### config.mk
export PLATFORM = sky130hd
export DESIGN_NAME = comm_link_top
export DESIGN_NICKNAME = d
export VERILOG_FILES = /design/src/comm_pkg.sv /design/src/byte_rx_port.sv /design/src/byte_tx_port.sv /design/src/comm_link_top.sv /design/src/proto_decoder.sv
export SDC_FILE = /design/constraint.sdc
export NUM_CORES = 1
export LEC_CHECK = 0
export BUFFER_PORTS_ARGS = -buffer_cell sky130_fd_sc_hd__buf_2
export CAP_MARGIN = 10
export CORE_ASPECT_RATIO = 0.8
export CORE_MARGIN = 8
export CORE_UTILIZATION = 25
export DETAILED_ROUTE_END_ITERATION = 6
export SLEW_MARGIN = 30
export SYNTH_ARGS = -nofsm -noshare
export SYNTH_HDL_FRONTEND = slang
export SYNTH_SLANG_ARGS = --single-unit
### constraint.sdc
create_clock -name in_clk -period 8.6 [get_ports in_clk]
set_clock_uncertainty 0.1 [all_clocks]
set_input_delay 0.43 -clock in_clk [delete_from_list [all_inputs] [get_ports in_clk]]
set_output_delay 0.43 -clock in_clk [all_outputs]
set_load 0.01 [all_outputs]
### src/comm_pkg.sv
package comm_pkg;

    ////////////////////
    // Link byte and sizes

    typedef logic [7:0] byte_t;

    localparam int NUM_REGS       = 16;
    localparam int REG_ADDR_W     = 4;

    // Longest answer is a 4-byte burst read, so the FIFO never overflows
    localparam int ANS_FIFO_DEPTH = 4;
    localparam int ANS_PTR_W      = $clog2(ANS_FIFO_DEPTH);

    ////////////////////
    // Command codes

    localparam byte_t CMD_ECHO_CMD  = 8'hAA;
    localparam byte_t CMD_ECHO_DATA = 8'h55;

    // Opcodes live in the high nibble of the command byte
    localparam logic [3:0] OP_WRITE = 4'h1;
    localparam logic [3:0] OP_READ  = 4'h2;

    ////////////////////
    // Frame views

    // Raw view, command byte then data byte
    typedef struct packed {
        byte_t cmd;
        byte_t data;
    } frame_bytes_t;

    // Register view of the same 16 bits
    typedef struct packed {
        logic [3:0]            op;
        logic [REG_ADDR_W-1:0] addr;
        byte_t                 data;
    } frame_fields_t;

    typedef union packed {
        frame_bytes_t  bytes;
        frame_fields_t fields;
    } frame_u;

    // One-cycle byte strobe between blocks, no back-pressure
    typedef struct packed {
        logic  valid;
        byte_t value;
    } byte_strobe_t;

endpackage

### src/byte_rx_port.sv
`timescale 1ns/10ps

module byte_rx_port
    import comm_pkg::*;
(
    input  logic         in_clk,
    input  logic         in_rst,
    input  byte_t        rx_data,
    input  logic         rx_req,
    output logic         rx_ack,
    output logic         rx_enable,
    input  logic         ready,
    output byte_strobe_t rx_byte
);

    typedef enum logic [1:0] {
        R_IDLE,
        R_ACK,
        R_REL
    } rx_state_t;

    rx_state_t state;
    logic      rx_valid;
    byte_t     rx_value;

    // Host may only start a byte while we sit idle and the decoder can take it
    assign rx_enable = (state == R_IDLE) && ready;

    ////////////////////
    // Handshake FSM

    always_ff @(posedge in_clk or posedge in_rst)
    begin
        if (in_rst)
        begin
            state    <= R_IDLE;
            rx_ack   <= 1'b0;
            rx_valid <= 1'b0;
        end
        else
        begin
            rx_valid <= 1'b0;
            case (state)
                R_IDLE:
                begin
                    if (rx_req && rx_enable)
                    begin
                        state  <= R_ACK;
                        rx_ack <= 1'b1;
                    end
                end
                R_ACK:
                begin
                    // Host let go of req, so the byte is complete
                    if (!rx_req)
                    begin
                        state    <= R_REL;
                        rx_ack   <= 1'b0;
                        rx_valid <= 1'b1;
                    end
                end
                R_REL:
                begin
                    // Gap cycle lets the decoder drop ready first
                    state <= R_IDLE;
                end
                default:
                begin
                    state <= R_IDLE;
                end
            endcase
        end
    end

    // Byte is captured on acceptance
    always_ff @(posedge in_clk)
    begin
        if (state == R_IDLE && rx_req && rx_enable)
            rx_value <= rx_data;
    end

    assign rx_byte = '{valid: rx_valid, value: rx_value};

    assert property (@(posedge in_clk) disable iff (in_rst) rx_valid |=> !rx_valid)
        else $error("rx_byte strobe lasted more than one cycle");

endmodule

### src/byte_tx_port.sv
`timescale 1ns/10ps

module byte_tx_port
    import comm_pkg::*;
(
    input  logic         in_clk,
    input  logic         in_rst,
    input  byte_strobe_t ans_byte,
    output byte_t        tx_data,
    output logic         tx_req,
    input  logic         tx_ack,
    output logic         tx_empty
);

    typedef enum logic [1:0] {
        T_LOAD,
        T_WAIT_HI,
        T_WAIT_LO
    } tx_state_t;

    tx_state_t state;

    byte_t                fifo_mem [ANS_FIFO_DEPTH];
    logic [ANS_PTR_W-1:0] wr_ptr;
    logic [ANS_PTR_W-1:0] rd_ptr;
    logic [ANS_PTR_W:0]   count;

    logic fifo_empty;
    logic fifo_full;
    logic push;
    logic pop;

    assign fifo_empty = (count == '0);
    assign fifo_full  = (count == (ANS_PTR_W + 1)'(ANS_FIFO_DEPTH));
    assign push       = ans_byte.valid;
    // Head leaves once the host has it
    assign pop        = (state == T_WAIT_HI) && tx_ack;

    ////////////////////
    // Answer FIFO

    always_ff @(posedge in_clk or posedge in_rst)
    begin
        if (in_rst)
        begin
            wr_ptr <= '0;
            rd_ptr <= '0;
            count  <= '0;
        end
        else
        begin
            if (push)
                wr_ptr <= wr_ptr + ANS_PTR_W'(1);
            if (pop)
                rd_ptr <= rd_ptr + ANS_PTR_W'(1);
            case ({push, pop})
                2'b10:   count <= count + 1'b1;
                2'b01:   count <= count - 1'b1;
                default: count <= count;
            endcase
        end
    end

    always_ff @(posedge in_clk)
    begin
        if (push)
            fifo_mem[wr_ptr] <= ans_byte.value;
    end

    ////////////////////
    // Transmit handshake

    always_ff @(posedge in_clk or posedge in_rst)
    begin
        if (in_rst)
            state <= T_LOAD;
        else
        begin
            case (state)
                T_LOAD:
                begin
                    if (!fifo_empty)
                        state <= T_WAIT_HI;
                end
                T_WAIT_HI:
                begin
                    if (tx_ack)
                        state <= T_WAIT_LO;
                end
                T_WAIT_LO:
                begin
                    // Byte done only once ack is back low
                    if (!tx_ack)
                        state <= T_LOAD;
                end
                default:
                begin
                    state <= T_LOAD;
                end
            endcase
        end
    end

    assign tx_data  = fifo_mem[rd_ptr];
    assign tx_req   = (state == T_WAIT_HI);
    assign tx_empty = fifo_empty && (state == T_LOAD);

    assert property (@(posedge in_clk) disable iff (in_rst) push |-> !fifo_full)
        else $error("answer pushed into a full FIFO");

    assert property (@(posedge in_clk) disable iff (in_rst)
                     tx_req |=> (!tx_req || $stable(tx_data)))
        else $error("tx_data changed during a request");

endmodule

### src/comm_link_top.sv
`timescale 1ns/10ps

module comm_link_top
    import comm_pkg::*;
(
    input  logic  in_clk,
    input  logic  in_rst,
    // Receive link from the host
    input  byte_t rx_data,
    input  logic  rx_req,
    output logic  rx_ack,
    output logic  rx_enable,
    // Transmit link to the host
    output byte_t tx_data,
    output logic  tx_req,
    input  logic  tx_ack
);

    byte_strobe_t rx_byte;
    byte_strobe_t ans_byte;
    logic         ready;
    logic         tx_empty;

    ////////////////////
    // Input side

    byte_rx_port i_rx (
        .in_clk    (in_clk),
        .in_rst    (in_rst),
        .rx_data   (rx_data),
        .rx_req    (rx_req),
        .rx_ack    (rx_ack),
        .rx_enable (rx_enable),
        .ready     (ready),
        .rx_byte   (rx_byte)
    );

    // Frame decode and register bank
    proto_decoder i_dec (
        .in_clk   (in_clk),
        .in_rst   (in_rst),
        .rx_byte  (rx_byte),
        .ready    (ready),
        .ans_byte (ans_byte),
        .tx_empty (tx_empty)
    );

    ////////////////////
    // Output side

    byte_tx_port i_tx (
        .in_clk   (in_clk),
        .in_rst   (in_rst),
        .ans_byte (ans_byte),
        .tx_data  (tx_data),
        .tx_req   (tx_req),
        .tx_ack   (tx_ack),
        .tx_empty (tx_empty)
    );

endmodule

### src/proto_decoder.sv
`timescale 1ns/10ps

module proto_decoder
    import comm_pkg::*;
(
    input  logic         in_clk,
    input  logic         in_rst,
    input  byte_strobe_t rx_byte,
    output logic         ready,
    output byte_strobe_t ans_byte,
    input  logic         tx_empty
);

    typedef enum logic [2:0] {
        S_CMD,
        S_DATA,
        S_EXEC,
        S_BURST,
        S_DRAIN
    } dec_state_t;

    dec_state_t state;
    dec_state_t state_nxt;

    frame_u frame;
    byte_t  regs [NUM_REGS];

    // Burst read walker
    logic [REG_ADDR_W-1:0] rd_addr;
    logic [1:0]            burst_left;

    logic  emit;
    byte_t emit_value;
    logic  ans_valid;
    byte_t ans_value;

    ////////////////////
    // Next state and answer select

    always_comb
    begin
        state_nxt  = state;
        emit       = 1'b0;
        emit_value = frame.bytes.cmd + frame.bytes.data;
        case (state)
            S_CMD:
            begin
                if (rx_byte.valid)
                    state_nxt = S_DATA;
            end
            S_DATA:
            begin
                if (rx_byte.valid)
                    state_nxt = S_EXEC;
            end
            S_EXEC:
            begin
                state_nxt = S_DRAIN;
                emit      = 1'b1;
                case (frame.fields.op)
                    OP_WRITE:
                    begin
                        // Writes are silent
                        emit      = 1'b0;
                        state_nxt = S_CMD;
                    end
                    OP_READ:
                    begin
                        emit_value = regs[frame.fields.addr];
                        if (frame.fields.data[1:0] != 2'd0)
                            state_nxt = S_BURST;
                    end
                    default:
                    begin
                        if (frame.bytes.cmd == CMD_ECHO_CMD)
                            emit_value = CMD_ECHO_CMD;
                        else if (frame.bytes.cmd == CMD_ECHO_DATA)
                            emit_value = frame.bytes.data;
                    end
                endcase
            end
            S_BURST:
            begin
                emit       = 1'b1;
                emit_value = regs[rd_addr];
                if (burst_left == 2'd1)
                    state_nxt = S_DRAIN;
            end
            S_DRAIN:
            begin
                // Last strobe is not in the FIFO yet while it is still on the wire
                if (tx_empty && !ans_valid)
                    state_nxt = S_CMD;
            end
            default:
            begin
                state_nxt = S_CMD;
            end
        endcase
    end

    ////////////////////
    // Control and register bank

    always_ff @(posedge in_clk or posedge in_rst)
    begin
        if (in_rst)
        begin
            state      <= S_CMD;
            ready      <= 1'b0;
            ans_valid  <= 1'b0;
            rd_addr    <= '0;
            burst_left <= '0;
            for (int i = 0; i < NUM_REGS; i++)
                regs[i] <= '0;
        end
        else
        begin
            state     <= state_nxt;
            ready     <= (state_nxt == S_CMD) || (state_nxt == S_DATA);
            ans_valid <= emit;

            if (state == S_EXEC && frame.fields.op == OP_WRITE)
                regs[frame.fields.addr] <= frame.fields.data;

            // First read byte goes out from EXEC, the rest from BURST
            if (state == S_EXEC)
            begin
                rd_addr    <= frame.fields.addr + REG_ADDR_W'(1);
                burst_left <= frame.fields.data[1:0];
            end
            else if (state == S_BURST)
            begin
                rd_addr    <= rd_addr + REG_ADDR_W'(1);
                burst_left <= burst_left - 2'd1;
            end
        end
    end

    // Frame capture and answer byte
    always_ff @(posedge in_clk)
    begin
        if (rx_byte.valid && state == S_CMD)
            frame.bytes.cmd <= rx_byte.value;
        if (rx_byte.valid && state == S_DATA)
            frame.bytes.data <= rx_byte.value;
        ans_value <= emit_value;
    end

    assign ans_byte = '{valid: ans_valid, value: ans_value};

    assert property (@(posedge in_clk) disable iff (in_rst) rx_byte.valid |-> ready)
        else $error("byte arrived while decoder was busy");

endmodule

==> metrics.txt <==
Via density 4.889; antenna cells 0; cells traversed along the worst timing path buf_4 > nor2b_1 > nand4_1 > o31a_1 > a2111oi_0 > a211o_1; Core Area 43050 µm²; power after layout 2.984 mW; global-route usage over all layers 0.1047; CTS Root Cell clkbuf_16; maximum level of the CTS H-tree 1; I/O pin total 23; Worst-path clk slew 70 ps; gpl congestion 0.9033; number of nets produced by synthesis 761; post-CTS repair timing setup buffer count 0; cell with the biggest individual delay on the critical path buf_4; maximum single-stage delay on the critical path 610 ps; fin nets 778; critical path peak fanout 42; total number of clock tree sinks 216; final hold slack -20.13 ps; max-cap check violation count 0; remaining routing DRC violations 0; nature of the critical path startpoint register; number of buffers inserted by hold repair at cts 6; 1st-pass router iterations 5; power per standard cell area 241.4 nW/µm²; Final Hold Vio Count 9; violated checks hold timing; share of async-settable or async-resettable flops after synthesis 0.7037; Max transition margin 0.3161; most utilized layer in the global route result met1; final WL 26.61 mm; overall die area 50580 µm²; layout overhead on the synthesized area 13.37%; syn avg cell area 14.87 µm²; Initial Utilization 0.2532; hpwl dp 17.38 mm; CTS tree built; placement row count 68; met1 track utilization from global routing 0.1541; outcome finished, violations left; unique cell type count in the Yosys netlist 69; path class of the lowest-slack min-delay path in -> async; sequential cell area 5647 µm²; number of buffer and inverter stages on the critical path 1; fin crit share 0.3576; area used by multi-input combinational logic 4956 µm²; CP endpoint kind register; number of instances in the synthesized netlist 733; number of antenna violations at the first check in global routing 1; RSZ-0062 raised after global routing false; total vias in the final route 6483; data required time of the worst path 8960 ps; Synth Register Bits 216; dominant delay contributor by cell family on the critical path simple AND/OR/NAND/NOR gates; sequential-to-total area share from yosys stat 0.5179; Clock Tree Buf Depth 3; Final min period 3076 ps; fill cell count 4333; Crit path arrival time 3430 ps; count of yosys warnings during synthesis 0; global routing usage on met3 0.02224; Post-synth EDFFs 56; Avg WL per Cell 20.07 µm; total congestion overflow 0; crit path setup slack, layout 5524 ps; pin count of the biggest net entering global routing 91; post_cts resized 0; worst slack at placement 5586 ps; horizontal die dimension 249.5 µm; maximum clock frequency 325.1 MHz; Setup Crit Path Kind reg -> reg; drt first-iter violations 499; Main synth FF type dfrtp_1; number of CTS-inserted buffers 22; slew of the pin with the lowest slew margin 1000 ps; total of endpoints with negative setup slack in the final report 0; Post-Syn Area 10900 µm²; remaining antenna violation count after routing 0; LEAKAGE 5.121 nW; height of the die 202.8 µm; Max VDD drop 0.1299 mV; Slew Viols, Final 0; number of buffer cells added on primary ports 22; met2 Resource Use GR 0.1532; final sum of negative setup slack 0 ps; global-route wire length before repair 41.61 mm; clock insertion delay at the later pin of the skew report 510 ps; via count of the first global-routing pass 6695; fraction of layout instances using a drive strength above 1 0.3773
==> where the power goes <==
part | internal, mW | total [mW] | switching [mW]
Sequential | 1.19 | 1.35 | 0.156
Clock | 0.566 | 0.968 | 0.402
Combinational | 0.296 | 0.667 | 0.371
Total | 2.05 | 2.98 | 0.929
==> cells by family (layout without fill, tap and decap cells) <==
logic type / after synthesis / count (layout) / share of synthesized area
and+or+nand+nor: 125 / 125 / 0.06956
buffers and inverters: 64 / 97 / 0.02743
AOI/OAI and AO/OA: 75 / 75 / 0.04821
DFF: 216 / 216 / 0.5179
muxes: 225 / 225 / 0.3075
xor gates and xnor gates: 12 / 12 / 0.009642
adders and majority gates: 16 / 16 / 0.01974
==> metal layers <==
metal,part of all wire,routed length [µm],vias to the layer above
met5,0,0,-
met4,0.024,638,0
met3,0.060,1602,49
met2,0.43,11520,194
met1,0.48,12850,3378
li1,-,-,2862
==> cells in the mapped netlist, types with 3 or more instances <==
library cell / number / area (µm²)
edfxtp_1: 56 / 1682
mux4_2: 72 / 1622
a211o_1: 3 / 26.28
and2_1: 11 / 68.82
nand3_1: 6 / 30.03
buf_2: 14 / 70.07
o22ai_1: 7 / 43.79
nand4_1: 4 / 25.02
mux2_2: 131 / 1475
o211ai_1: 4 / 30.03
o21ai_0: 11 / 55.05
buf_1: 7 / 26.28
or3_1: 4 / 25.02
xor2_1: 8 / 70.07
o31a_1: 3 / 26.28
nor3b_1: 5 / 37.54
a211oi_1: 7 / 52.55
inv_1: 17 / 63.81
clkbuf_1: 19 / 71.32
dfxtp_1: 8 / 160.2
a2111oi_0: 4 / 35.03
nand2b_1: 4 / 25.02
xnor2_1: 4 / 35.03
nand2_1: 38 / 142.6
nor2_1: 18 / 67.56
a21oi_1: 13 / 65.06
buf_6: 5 / 56.30
nor3_2: 3 / 30.03
mux2i_1: 18 / 180.2
o2111ai_1: 4 / 35.03
nor2b_1: 8 / 50.05
ha_1: 14 / 175.2
nor3_1: 6 / 30.03
dfrtp_1: 152 / 3804
==> final timing paths <==
kind,slack (ps),depth (start not counted),start,endpoint
max in group asynchronous,7060,3,in_rst,i_dec.rd_addr[0]$_DFFE_PP0N_
worst max-delay path,5520,6,i_dec.frame[8]$_DFFE_PP_,i_dec.ans_value[1]$_DFF_P_
min in group in_clk,10,1,rx_data[2],i_rx.rx_value[2]$_DFFE_PP_
worst max register to register,5520,6,i_dec.frame[8]$_DFFE_PP_,i_dec.ans_value[1]$_DFF_P_
worst min-delay path,-20,2,in_rst,i_dec.regs[87]$_DFFE_PP0P_
worst min register to register,350,0,i_rx.rx_value[5]$_DFFE_PP_,i_dec.frame[5]$_DFFE_PP_
==> area by class of cell <==
cell class,count,area share
Inverter,18,0.005872
Clock inverter,6,0.005062
Multi-Input combinational cell,453,0.4010
Clock buffer,34,0.05396
Timing Repair Buffer,39,0.02045
Sequential cell,216,0.4569
Tap cell,560,0.05670
==> cell usage in the layout (no fill, tap or decap), drive strengths merged, types with 11 or more instances in the layout <==
cell | netlist | final
edfxtp | 56 | 56
nand2 | 39 | 39
mux2 | 133 | 133
ha | 14 | 14
mux2i | 18 | 18
nor3 | 11 | 11
a21oi | 13 | 13
nor2 | 19 | 19
o21ai | 11 | 11
dfrtp | 152 | 152
mux4 | 74 | 74
buf | 27 | 33
and2 | 11 | 11
clkbuf | 19 | 34
inv | 17 | 18
==> worst register-to-register path: stages (launching register included) <==
cell	delay (ps)
edfxtp_1	320
buf_4	610
nor2b_1	550
nand4_1	500
o31a_1	310
a2111oi_0	440
a211o_1	200
==> registers in the layout, indices dropped and copies added (netlist names), 3 cells and up <==
name and count:
i_dec.frame 16, i_rx.rx_value 8, i_dec.state 3, i_dec.rd_addr 4, i_tx.fifo_mem 32, i_dec.regs 128
i_tx.count 3, i_dec.ans_value 8
==> through the flow <==
step	hold WS, ps	std cells	instance area, µm²	util
floorplan	321.5	733	10900	-
global placement	345.4	1280	11570	0.2687
detailed placement	343.2	1280	11570	0.2687
CTS	3.885	1326	12360	0.2871
global route	1.559	1326	12360	0.2871
finish	-20.13	1326	12360	0.2871
No activity file was read; power rests on OpenSTA's default activity.
